<file path="src/verilog/imgproc_pkg.sv">
package imgproc_pkg;

	////////////////////////////////////////////////////////////
	// pixel and coordinate types
	////////////////////////////////////////////////////////////

	localparam int COORD_W = 11;

	typedef logic [COORD_W-1:0] coord_t;
	// red in top byte, then green, then blue
	typedef logic [23:0] pixel_t;
	// hue on 0..255 scale
	typedef logic [7:0] hue_t;

	// classification thresholds
	localparam hue_t RED_HUE_MAX = 8'd21;
	localparam hue_t YELLOW_HUE_MIN = 8'd22;
	localparam hue_t YELLOW_HUE_MAX = 8'd53;
	// min brightness for any detection
	localparam logic [7:0] VALUE_MIN = 8'd56;

	// class and box colours
	localparam pixel_t RED_COL = 24'hff0000;
	localparam pixel_t YELLOW_COL = 24'hffff00;
	localparam pixel_t RBB_COL_DEFAULT = 24'hff0000;

	////////////////////////////////////////////////////////////
	// slave register map
	////////////////////////////////////////////////////////////

	localparam logic [2:0] REG_STATUS = 3'd0;
	localparam logic [2:0] REG_MSG = 3'd1;
	localparam logic [2:0] REG_ID = 3'd2;
	localparam logic [2:0] REG_BBCOL = 3'd3;

	localparam logic [31:0] DEVICE_ID = 32'h1234eee2;

	////////////////////////////////////////////////////////////
	// report words
	////////////////////////////////////////////////////////////

	localparam int MSG_WORDS = 5;

	typedef logic [3:0] msg_tag_t;
	localparam msg_tag_t TAG_FLAGS = 4'd0;
	localparam msg_tag_t TAG_RED_TB = 4'd1;
	localparam msg_tag_t TAG_RED_LR = 4'd2;
	localparam msg_tag_t TAG_YEL_TB = 4'd3;
	localparam msg_tag_t TAG_YEL_LR = 4'd4;

	// first word of each report
	typedef struct packed {
		msg_tag_t   tag;
		logic [25:0] zero;
		logic       yellow_seen;
		logic       red_seen;
	} msg_flags_t;

	// box edge pair, first edge in upper half
	typedef struct packed {
		msg_tag_t   tag;
		logic       pad_a;
		coord_t     first;
		logic [4:0] pad_b;
		coord_t     second;
	} msg_box_t;

	typedef union packed {
		msg_flags_t flags;
		msg_box_t   box;
	} msg_word_t;

endpackage

</file>
<file path="src/verilog/box_tracker.sv">
module box_tracker #(
	parameter int IMAGE_W = 640,
	parameter int IMAGE_H = 480
) (
	input  logic                clk,
	input  logic                pixel_accept,
	input  logic                sop,
	input  logic                eop,
	input  logic                video,
	input  logic                detect,
	input  imgproc_pkg::coord_t x,
	input  imgproc_pkg::coord_t y,
	output imgproc_pkg::coord_t left,
	output imgproc_pkg::coord_t right,
	output imgproc_pkg::coord_t top,
	output imgproc_pkg::coord_t bottom
);

	import imgproc_pkg::*;

	// running bounds for the current frame
	coord_t x_min, x_max, y_min, y_max;

	////////////////////////////////////////////////////////////
	// per-frame bounds
	////////////////////////////////////////////////////////////

	always_ff @(posedge clk) begin
		if (pixel_accept & sop) begin
			// empty box, min above max
			x_min <= coord_t'(IMAGE_W - 1);
			x_max <= '0;
			y_min <= coord_t'(IMAGE_H - 1);
			y_max <= '0;
		end else if (pixel_accept & detect) begin
			if (x < x_min) begin
				x_min <= x;
			end
			if (x > x_max) begin
				x_max <= x;
			end
			if (y < y_min) begin
				y_min <= y;
			end
			// rows only grow inside a frame
			y_max <= y;
		end
	end

	////////////////////////////////////////////////////////////
	// box latch at end of video frame
	////////////////////////////////////////////////////////////

	// old bounds sampled, eop pixel itself left out
	always_ff @(posedge clk) begin
		if (pixel_accept & eop & video) begin
			left <= x_min;
			right <= x_max;
			top <= y_min;
			bottom <= y_max;
		end
	end

endmodule

</file>
<file path="src/verilog/colour_classify.sv">
module colour_classify (
	input  imgproc_pkg::pixel_t pixel,
	output logic                red_detect,
	output logic                yellow_detect,
	output imgproc_pkg::pixel_t class_colour
);

	import imgproc_pkg::*;

	logic [7:0] red, green, blue;
	logic [7:0] max_c, min_c, diff;
	logic [7:0] grey;
	// hue term operands
	logic [7:0] hi, lo, base, delta;
	logic       neg;
	logic [13:0] prod, quot;
	hue_t       hue;
	// saturation rule
	logic [9:0] diff_x4, max_x3;
	logic       sat_ok;

	assign {red, green, blue} = pixel;

	assign max_c = (red > green) ? ((red > blue) ? red : blue) : ((green > blue) ? green : blue);
	assign min_c = (red < green) ? ((red < blue) ? red : blue) : ((green < blue) ? green : blue);
	assign diff = max_c - min_c;

	////////////////////////////////////////////////////////////
	// hue, 43 steps per sixth of the circle
	////////////////////////////////////////////////////////////

	always_comb begin
		// pick the pair that sets the offset from the dominant colour
		if (max_c == red) begin
			hi = green;
			lo = blue;
			base = (green < blue) ? 8'd255 : 8'd0;
		end else if (max_c == green) begin
			hi = blue;
			lo = red;
			base = 8'd85;
		end else begin
			hi = red;
			lo = green;
			base = 8'd171;
		end
		neg = hi < lo;
		delta = neg ? (lo - hi) : (hi - lo);
		prod = delta * 14'd43;
		// guard the divider for grey pixels
		quot = (diff == 8'd0) ? 14'd0 : prod / diff;
		if (diff == 8'd0) begin
			hue = '0;
		end else if (neg) begin
			hue = base - quot[7:0];
		end else begin
			hue = base + quot[7:0];
		end
	end

	// diff >= 3/4 max, and bright enough
	assign diff_x4 = {diff, 2'b00};
	assign max_x3 = {2'b00, max_c} + {1'b0, max_c, 1'b0};
	assign sat_ok = (max_c >= VALUE_MIN) && (diff_x4 >= max_x3);

	assign red_detect = sat_ok && (hue < RED_HUE_MAX);
	assign yellow_detect = sat_ok && (hue > YELLOW_HUE_MIN) && (hue < YELLOW_HUE_MAX);

	// grey = g/2 + r/4 + b/4
	assign grey = {1'b0, green[7:1]} + {2'b00, red[7:2]} + {2'b00, blue[7:2]};

	// red wins over yellow
	always_comb begin
		if (red_detect) begin
			class_colour = RED_COL;
		end else if (yellow_detect) begin
			class_colour = YELLOW_COL;
		end else begin
			class_colour = {grey, grey, grey};
		end
	end

endmodule

</file>
<file path="src/verilog/eee_imgproc.sv">
module eee_imgproc #(
	parameter int IMAGE_W = 640,
	parameter int IMAGE_H = 480,
	parameter int MSG_INTERVAL = 6,
	parameter int MSG_DEPTH = 128
) (
	input  logic                clk,
	input  logic                reset_n,
	// mm slave
	input  logic                s_chipselect,
	input  logic                s_read,
	input  logic                s_write,
	input  logic [2:0]          s_address,
	input  logic [31:0]         s_writedata,
	output logic [31:0]         s_readdata,
	// stream sink
	input  imgproc_pkg::pixel_t sink_data,
	input  logic                sink_valid,
	output logic                sink_ready,
	input  logic                sink_sop,
	input  logic                sink_eop,
	// stream source
	output imgproc_pkg::pixel_t source_data,
	output logic                source_valid,
	input  logic                source_ready,
	output logic                source_sop,
	output logic                source_eop,
	// overlay enable
	input  logic                mode
);

	import imgproc_pkg::*;

	localparam int BEAT_W = $bits(pixel_t) + 2;

	logic [BEAT_W-1:0] in_beat, out_beat;
	pixel_t            pix_in, pix_out, class_colour, bb_col;
	logic              sop, eop, in_valid, out_ready, accept;
	coord_t            x, y;
	logic              packet_video, frame_done;
	logic              red_detect, yellow_detect, rbb_active, ybb_active;
	coord_t            red_left, red_right, red_top, red_bottom;
	coord_t            yellow_left, yellow_right, yellow_top, yellow_bottom;
	logic              fifo_wr, fifo_rd, fifo_empty, flush;
	msg_word_t         fifo_data, fifo_head;
	logic [7:0]        fifo_used;

	////////////////////////////////////////////////////////////
	// stream slices
	////////////////////////////////////////////////////////////

	stream_reg #(.DATA_W(BEAT_W)) in_slice (
		.clk(clk), .reset_n(reset_n),
		.valid_in(sink_valid), .data_in({sink_data, sink_sop, sink_eop}),
		.ready_out(sink_ready),
		.ready_in(out_ready), .valid_out(in_valid), .data_out(in_beat)
	);
	assign {pix_in, sop, eop} = in_beat;

	stream_reg #(.DATA_W(BEAT_W)) out_slice (
		.clk(clk), .reset_n(reset_n),
		.valid_in(in_valid), .data_in({pix_out, sop, eop}),
		.ready_out(out_ready),
		.ready_in(source_ready), .valid_out(source_valid), .data_out(out_beat)
	);
	assign {source_data, source_sop, source_eop} = out_beat;

	// beat moves from in_slice to out_slice
	assign accept = in_valid & out_ready;

	////////////////////////////////////////////////////////////
	// coordinates and packet type
	////////////////////////////////////////////////////////////

	always_ff @(posedge clk) begin
		if (!reset_n) begin
			x <= '0;
			y <= '0;
			packet_video <= 1'b0;
		end else if (accept) begin
			if (sop) begin
				x <= '0;
				y <= '0;
				// descriptor low nibble of blue is 0 for video
				packet_video <= (pix_in[3:0] == 4'h0);
			end else if (x == coord_t'(IMAGE_W - 1)) begin
				x <= '0;
				y <= y + 1'b1;
			end else begin
				x <= x + 1'b1;
			end
		end
	end

	assign frame_done = accept & eop & packet_video;

	////////////////////////////////////////////////////////////
	// classify, track, overlay
	////////////////////////////////////////////////////////////

	colour_classify colour_classify (
		.pixel(pix_in), .red_detect(red_detect), .yellow_detect(yellow_detect),
		.class_colour(class_colour)
	);

	box_tracker #(.IMAGE_W(IMAGE_W), .IMAGE_H(IMAGE_H)) red_box (
		.clk(clk), .pixel_accept(accept), .sop(sop), .eop(eop), .video(packet_video),
		.detect(red_detect), .x(x), .y(y),
		.left(red_left), .right(red_right), .top(red_top), .bottom(red_bottom)
	);

	box_tracker #(.IMAGE_W(IMAGE_W), .IMAGE_H(IMAGE_H)) yellow_box (
		.clk(clk), .pixel_accept(accept), .sop(sop), .eop(eop), .video(packet_video),
		.detect(yellow_detect), .x(x), .y(y),
		.left(yellow_left), .right(yellow_right), .top(yellow_top), .bottom(yellow_bottom)
	);

	// previous frame box edges
	assign rbb_active = (x == red_left) | (x == red_right) | (y == red_top) | (y == red_bottom);
	assign ybb_active = (x == yellow_left) | (x == yellow_right) |
		(y == yellow_top) | (y == yellow_bottom);

	// descriptor and non-video data pass untouched
	always_comb begin
		if (!(mode & ~sop & packet_video)) begin
			pix_out = pix_in;
		end else if (rbb_active) begin
			pix_out = bb_col;
		end else if (ybb_active) begin
			pix_out = YELLOW_COL;
		end else begin
			pix_out = class_colour;
		end
	end

	////////////////////////////////////////////////////////////
	// reports and slave
	////////////////////////////////////////////////////////////

	msg_writer #(.MSG_INTERVAL(MSG_INTERVAL), .MSG_DEPTH(MSG_DEPTH)) msg_writer (
		.clk(clk), .reset_n(reset_n), .frame_done(frame_done), .fifo_used(fifo_used),
		.red_left(red_left), .red_right(red_right), .red_top(red_top),
		.red_bottom(red_bottom), .yellow_left(yellow_left), .yellow_right(yellow_right),
		.yellow_top(yellow_top), .yellow_bottom(yellow_bottom),
		.fifo_wr(fifo_wr), .fifo_data(fifo_data)
	);

	msg_fifo #(.MSG_DEPTH(MSG_DEPTH)) msg_fifo (
		.clk(clk), .clear(~reset_n | flush), .wr(fifo_wr), .wr_data(fifo_data),
		.rd(fifo_rd), .rd_data(fifo_head), .used(fifo_used), .empty(fifo_empty)
	);

	mm_regs mm_regs (
		.clk(clk), .reset_n(reset_n), .chipselect(s_chipselect), .read(s_read),
		.write(s_write), .address(s_address), .writedata(s_writedata),
		.fifo_data(fifo_head), .fifo_used(fifo_used), .fifo_empty(fifo_empty),
		.readdata(s_readdata), .fifo_rd(fifo_rd), .flush(flush), .bb_col(bb_col)
	);

endmodule

</file>
<file path="src/verilog/mm_regs.sv">
module mm_regs (
	input  logic                   clk,
	input  logic                   reset_n,
	input  logic                   chipselect,
	input  logic                   read,
	input  logic                   write,
	input  logic [2:0]             address,
	input  logic [31:0]            writedata,
	input  imgproc_pkg::msg_word_t fifo_data,
	input  logic [7:0]             fifo_used,
	input  logic                   fifo_empty,
	output logic [31:0]            readdata,
	output logic                   fifo_rd,
	output logic                   flush,
	output imgproc_pkg::pixel_t    bb_col
);

	import imgproc_pkg::*;

	logic [7:0] status_reg;
	// read strobe seen last cycle
	logic       read_d;

	////////////////////////////////////////////////////////////
	// register writes
	////////////////////////////////////////////////////////////

	always_ff @(posedge clk) begin
		if (!reset_n) begin
			status_reg <= 8'h00;
			bb_col <= RBB_COL_DEFAULT;
		end else if (chipselect & write) begin
			if (address == REG_STATUS) begin
				status_reg <= writedata[7:0];
			end
			if (address == REG_BBCOL) begin
				bb_col <= writedata[23:0];
			end
		end
	end

	// bit 4 of a status write empties the FIFO
	assign flush = chipselect & write & (address == REG_STATUS) & writedata[4];

	////////////////////////////////////////////////////////////
	// read path
	////////////////////////////////////////////////////////////

	always_ff @(posedge clk) begin
		if (!reset_n) begin
			readdata <= 32'h0;
			read_d <= 1'b0;
		end else begin
			read_d <= chipselect & read;
			if (chipselect & read) begin
				case (address)
					REG_STATUS: readdata <= {16'h0, fifo_used, status_reg};
					REG_MSG: readdata <= fifo_data;
					REG_ID: readdata <= DEVICE_ID;
					REG_BBCOL: readdata <= {8'h00, bb_col};
					default: readdata <= 32'h0;
				endcase
			end
		end
	end

	// pop once per read, on its first cycle
	assign fifo_rd = chipselect & read & ~read_d & ~fifo_empty & (address == REG_MSG);

endmodule

</file>
<file path="src/verilog/msg_fifo.sv">
module msg_fifo #(
	parameter int MSG_DEPTH = 128
) (
	input  logic                   clk,
	input  logic                   clear,
	input  logic                   wr,
	input  imgproc_pkg::msg_word_t wr_data,
	input  logic                   rd,
	output imgproc_pkg::msg_word_t rd_data,
	output logic [7:0]             used,
	output logic                   empty
);

	import imgproc_pkg::*;

	localparam int PTR_W = $clog2(MSG_DEPTH);
	localparam int CNT_W = $clog2(MSG_DEPTH + 1);

	msg_word_t        mem [MSG_DEPTH];
	logic [PTR_W-1:0] wr_ptr, rd_ptr;
	logic [CNT_W-1:0] count;
	logic             do_wr, do_rd;

	// circular increment
	function automatic logic [PTR_W-1:0] ptr_inc(input logic [PTR_W-1:0] p);
		return (p == PTR_W'(MSG_DEPTH - 1)) ? '0 : p + 1'b1;
	endfunction

	assign empty = (count == '0);
	assign used = 8'(count);
	// drop writes when full, pops when empty
	assign do_wr = wr & (count != CNT_W'(MSG_DEPTH));
	assign do_rd = rd & ~empty;

	// show-ahead head word
	assign rd_data = mem[rd_ptr];

	always_ff @(posedge clk) begin
		if (clear) begin
			wr_ptr <= '0;
			rd_ptr <= '0;
			count <= '0;
		end else begin
			if (do_wr) begin
				wr_ptr <= ptr_inc(wr_ptr);
			end
			if (do_rd) begin
				rd_ptr <= ptr_inc(rd_ptr);
			end
			if (do_wr & ~do_rd) begin
				count <= count + 1'b1;
			end else if (do_rd & ~do_wr) begin
				count <= count - 1'b1;
			end
		end
	end

	// storage
	always_ff @(posedge clk) begin
		if (do_wr) begin
			mem[wr_ptr] <= wr_data;
		end
	end

endmodule

</file>
<file path="src/verilog/msg_writer.sv">
module msg_writer #(
	parameter int MSG_INTERVAL = 6,
	parameter int MSG_DEPTH = 128
) (
	input  logic                   clk,
	input  logic                   reset_n,
	input  logic                   frame_done,
	input  logic [7:0]             fifo_used,
	input  imgproc_pkg::coord_t    red_left,
	input  imgproc_pkg::coord_t    red_right,
	input  imgproc_pkg::coord_t    red_top,
	input  imgproc_pkg::coord_t    red_bottom,
	input  imgproc_pkg::coord_t    yellow_left,
	input  imgproc_pkg::coord_t    yellow_right,
	input  imgproc_pkg::coord_t    yellow_top,
	input  imgproc_pkg::coord_t    yellow_bottom,
	output logic                   fifo_wr,
	output imgproc_pkg::msg_word_t fifo_data
);

	import imgproc_pkg::*;

	localparam int CNT_W = $clog2(MSG_INTERVAL) + 1;

	logic [CNT_W-1:0] frame_cnt;
	// 0 idle, 1..5 report word index
	logic [2:0]       state;

	always_ff @(posedge clk) begin
		if (!reset_n) begin
			frame_cnt <= CNT_W'(MSG_INTERVAL - 1);
			state <= 3'd0;
		end else begin
			if (state == 3'(MSG_WORDS)) begin
				state <= 3'd0;
			end else if (state != 3'd0) begin
				state <= state + 3'd1;
			end
			if (frame_done) begin
				// start only with room for a whole report
				if ((frame_cnt == '0) && (fifo_used < MSG_DEPTH - MSG_WORDS)) begin
					frame_cnt <= CNT_W'(MSG_INTERVAL - 1);
					state <= 3'd1;
				end else begin
					frame_cnt <= frame_cnt - 1'b1;
				end
			end
		end
	end

	assign fifo_wr = (state != 3'd0);

	////////////////////////////////////////////////////////////
	// report word mux
	////////////////////////////////////////////////////////////

	always_comb begin
		fifo_data = '0;
		case (state)
			3'd1: begin
				fifo_data.flags.tag = TAG_FLAGS;
				// empty box keeps right below left
				fifo_data.flags.yellow_seen = (yellow_right >= yellow_left);
				fifo_data.flags.red_seen = (red_right >= red_left);
			end
			3'd2: begin
				fifo_data.box.tag = TAG_RED_TB;
				fifo_data.box.first = red_top;
				fifo_data.box.second = red_bottom;
			end
			3'd3: begin
				fifo_data.box.tag = TAG_RED_LR;
				fifo_data.box.first = red_left;
				fifo_data.box.second = red_right;
			end
			3'd4: begin
				fifo_data.box.tag = TAG_YEL_TB;
				fifo_data.box.first = yellow_top;
				fifo_data.box.second = yellow_bottom;
			end
			3'd5: begin
				fifo_data.box.tag = TAG_YEL_LR;
				fifo_data.box.first = yellow_left;
				fifo_data.box.second = yellow_right;
			end
			default: begin
				fifo_data = '0;
			end
		endcase
	end

endmodule

</file>
<file path="src/verilog/stream_reg.sv">
module stream_reg #(
	parameter int DATA_W = 26
) (
	input  logic              clk,
	input  logic              reset_n,
	// upstream side
	input  logic              valid_in,
	input  logic [DATA_W-1:0] data_in,
	output logic              ready_out,
	// downstream side
	input  logic              ready_in,
	output logic              valid_out,
	output logic [DATA_W-1:0] data_out
);

	// can take a beat when empty or draining this cycle
	assign ready_out = ~valid_out | ready_in;

	// occupancy flag
	always_ff @(posedge clk) begin
		if (!reset_n) begin
			valid_out <= 1'b0;
		end else if (ready_out) begin
			valid_out <= valid_in;
		end
	end

	// payload
	// held under back-pressure since ready_out is low then
	always_ff @(posedge clk) begin
		if (ready_out) begin
			data_out <= data_in;
		end
	end

endmodule
</file>
<file path="config.mk">
export PLATFORM = sky130hd
export DESIGN_NAME = eee_imgproc
export DESIGN_NICKNAME = d
export VERILOG_FILES = /design/src/verilog/imgproc_pkg.sv /design/src/verilog/box_tracker.sv /design/src/verilog/colour_classify.sv /design/src/verilog/eee_imgproc.sv /design/src/verilog/mm_regs.sv /design/src/verilog/msg_fifo.sv /design/src/verilog/msg_writer.sv /design/src/verilog/stream_reg.sv
export SDC_FILE = /design/constraint.sdc
export NUM_CORES = 2
export LEC_CHECK = 0
export BUFFER_PORTS_ARGS = -buffer_cell sky130_fd_sc_hd__buf_2
export CORE_MARGIN = 1
export CORE_UTILIZATION = 55
export CTS_CLUSTER_SIZE = 16
export DETAILED_ROUTE_END_ITERATION = 10
export PLACE_DENSITY = 0.69
export RECOVER_POWER = 50
export SLEW_MARGIN = 5
export SYNTH_ARGS = -nofsm -noshare
export SYNTH_HDL_FRONTEND = slang
export SYNTH_SLANG_ARGS = --single-unit
</file>
<file path="constraint.sdc">
create_clock -name clk -period 49.5 [get_ports clk]
set_clock_uncertainty 0.05 [all_clocks]
set_input_delay 14.85 -clock clk [delete_from_list [all_inputs] [get_ports clk]]
set_output_delay 14.85 -clock clk [all_outputs]
set_load 0.05 [all_outputs]
</file>
==> impl_metrics.yaml <==
worst_setup_path:
  cp_max_fo: 35
  endpoint_kind: "flop"
  worst_ep_required_time_ps: 50220
  cp-start-kind: "flop"
  worstPathArrival_ps: 45950
  cp_common_cell: "o21a_1"
  slowest_delay_ps: 880
  critPathKind: "reg2reg"
  slowest_stage: "nor2_2"
  r2r_slack_ps: 4270
sta:
  setup_viol_count_final: 0
  max_freq_mhz: 22.1
  slew_headroom: -2.32
  drv_slew: 4017
  period_needed_ps: 45230
  grt_setup_unrepaired: "no"
  tns_ps: 0
  period_share: 0.914
  tightest_slew_ps: 4970
  hold_viol: 0
route:
  drt_iter0_drc: 10400
  wl_per_cell_um: 31.8
  routed_wl_mm: 375
  via_per_inst: 6.51
  vias: 76600
  antenna_left: 0
  firstDrtPassIters: 6
  drc: 0
grt:
  grt_max_degree: 129
  grt_pass1_wl_mm: 540
  globalRouteOverflowTotal: 0
  grt_usage: 0.278
  grt_pass1_vias: 77100
  antenna_found_initial: 23
floorplan:
  die_area_mm2: 0.271
  start_util: 0.552
  die_w_um: 521
  placementRows: 190
  io_pins: 129
  core_mm2: 0.268
  die_height_um: 521
place:
  io_buffers: 118
  dpl.hpwl_mm: 215
  gp_congestion: 0.909
  place_area_mm2: 0.154
synthesis:
  synth_top_area_cell: "edfxtp_1"
  synth_edf_count: 3340
  synth_seq_cells: 3552
  synthTopCellsByArea: "edfxtp_1, mux4_2, dfxtp_1, ha_1, mux2i_1"
  ys_seq_area_frac: 0.707
  synthesis.area_mm2: 0.148
  synth.distinct_cells: 95
  avgSynthCellArea_um2: 19.2
  synthCells: 7689
  ys_warn_count: 0
  yosys_most_used_dff: "edfxtp_1"
  yosysTopAreaCellShare: 0.678
  ys_async_sr_fraction: 0
layout:
  largest_reg_flops: 3200
  stdcell_area_mm2: 0.165
  nNetsFinal: 8314
  top_register: "msg_fifo.mem"
  syn_to_final_growth_pct: 11.4
  final_util: 0.615
  drive_gt1_frac: 0.235
  largestRegisters: "msg_fifo.mem x3200, mm_regs.readdata x30"
  num-fill-cells: 18600
clock_tree:
  post_cts_resized: 0
  clk_latency_ps: 920
  cts.path.max_buffers: 4
  cts_buffers: 359
  clock-sinks: 3552
  path_clk_slew_ps: 60
  root_buffer: "clkbuf_16"
  holdBufCountCts: 0
  cts_setup_buffers: 0
  htree_levels: 5
  cts_tree: "built"
run:
  cap_violations: 106
worst_hold_path:
  hp-class: "reg2reg"
outcome:
  violations: "capacitance limit, slew limit"
  status: "finished, violations left"
[cell usage after synthesis (30+ instances only)]
library cell  number
o21ai_0          154
a21o_1            41
mux2i_1          131
nor2b_1           83
ha_1             298
buf_1             92
mux4_2          1050
a21boi_0          30
inv_1            210
xor2_1            84
nand4_1           48
nand2_1          309
xnor2_1          123
o21a_1            70
clkbuf_1         267
dfxtp_1          212
nand2b_1          53
nand3_1           68
nor3_1            74
nor2_1           336
edfxtp_1        3340
a21oi_1          191
a22oi_1           60
or3_1             30
[cell type report]
cell class / count / area (µm²) / share of cell area
antenna: 10 / 25.0 / 0.000152
clock buffer: 443 / 9490 / 0.0576
clock inverter: 205 / 2170 / 0.0132
inverter: 215 / 810 / 0.00491
multi-input combinational: 3547 / 41800 / 0.254
sequential: 3552 / 105000 / 0.635
tap: 3552 / 4440 / 0.0270
timing repair buffer: 250 / 1460 / 0.00888
[placed cells by master (no fill, tap or decap), types with 84 or more instances in the layout]
cell type and count:
dfxtp_1 206, clkbuf_16 364, a21oi_1 180, clkbuf_1 116, xor2_1 84, nand2_1 308, inv_1 209, ha_1 298
xnor2_1 122, edfxtp_1 3340, nor2_1 260, o21ai_0 152, mux2i_1 131, mux4_2 1050, buf_2 118
[worst paths after layout]
kind / from / endpoint / depth (start not counted)
worst max-delay path: in_slice.data_out[11] / yellow_box.y_min[1] / 193
worst min-delay path: yellow_box.y_max[10] / yellow_box.bottom[10] / 0
worst max register to register: in_slice.data_out[11] / yellow_box.y_min[1] / 193
worst min register to register: yellow_box.y_max[10] / yellow_box.bottom[10] / 0
[layer usage]
metal / up-vias / wire (µm) / GRT usage
met5: - / 46 / 0
met4: 6 / 12200 / 0.0835
met3: 646 / 38200 / 0.0530
met2: 3867 / 177000 / 0.435
met1: 40300 / 148000 / 0.403
li1: 31800 / - / -
[cells by family after synthesis]
logic type / synth area share
AND/OR/NAND/NOR: 0.0346
buffers and inverters: 0.0154
adder cells (fa/ha/maj): 0.0282
multiplexers: 0.170
AO/OA/AOI/OAI: 0.0325
other: 0.0000254
flip-flops: 0.707
XOR/XNOR: 0.0124
[critical path, delay by kind of cell (launching register included)]
| kind | cells | cell delay [ps] |
|---|---|---|
| compound gates | 99 | 20270 |
| xor+xnor | 4 | 990 |
| fa+ha+maj | 22 | 6760 |
| buf+inv | 9 | 1710 |
| flops | 1 | 690 |
| mux | 5 | 1470 |
| simple gates | 54 | 13090 |
[per-stage QoR]
stage | setup slack (ps) | hold WS (ps) | instances
after detailed placement | 4650 | 362 | 11100
after global routing | 346 | 389 | 11800
after global placement | 5490 | 359 | 11100
final | 4270 | 378 | 11800
after CTS | 4440 | 377 | 11800
after floorplan | 11220 | 352 | 7690
Power is not shown: default switching activity piles up to over one toggle a cycle in this logic, so the estimate is an artifact.
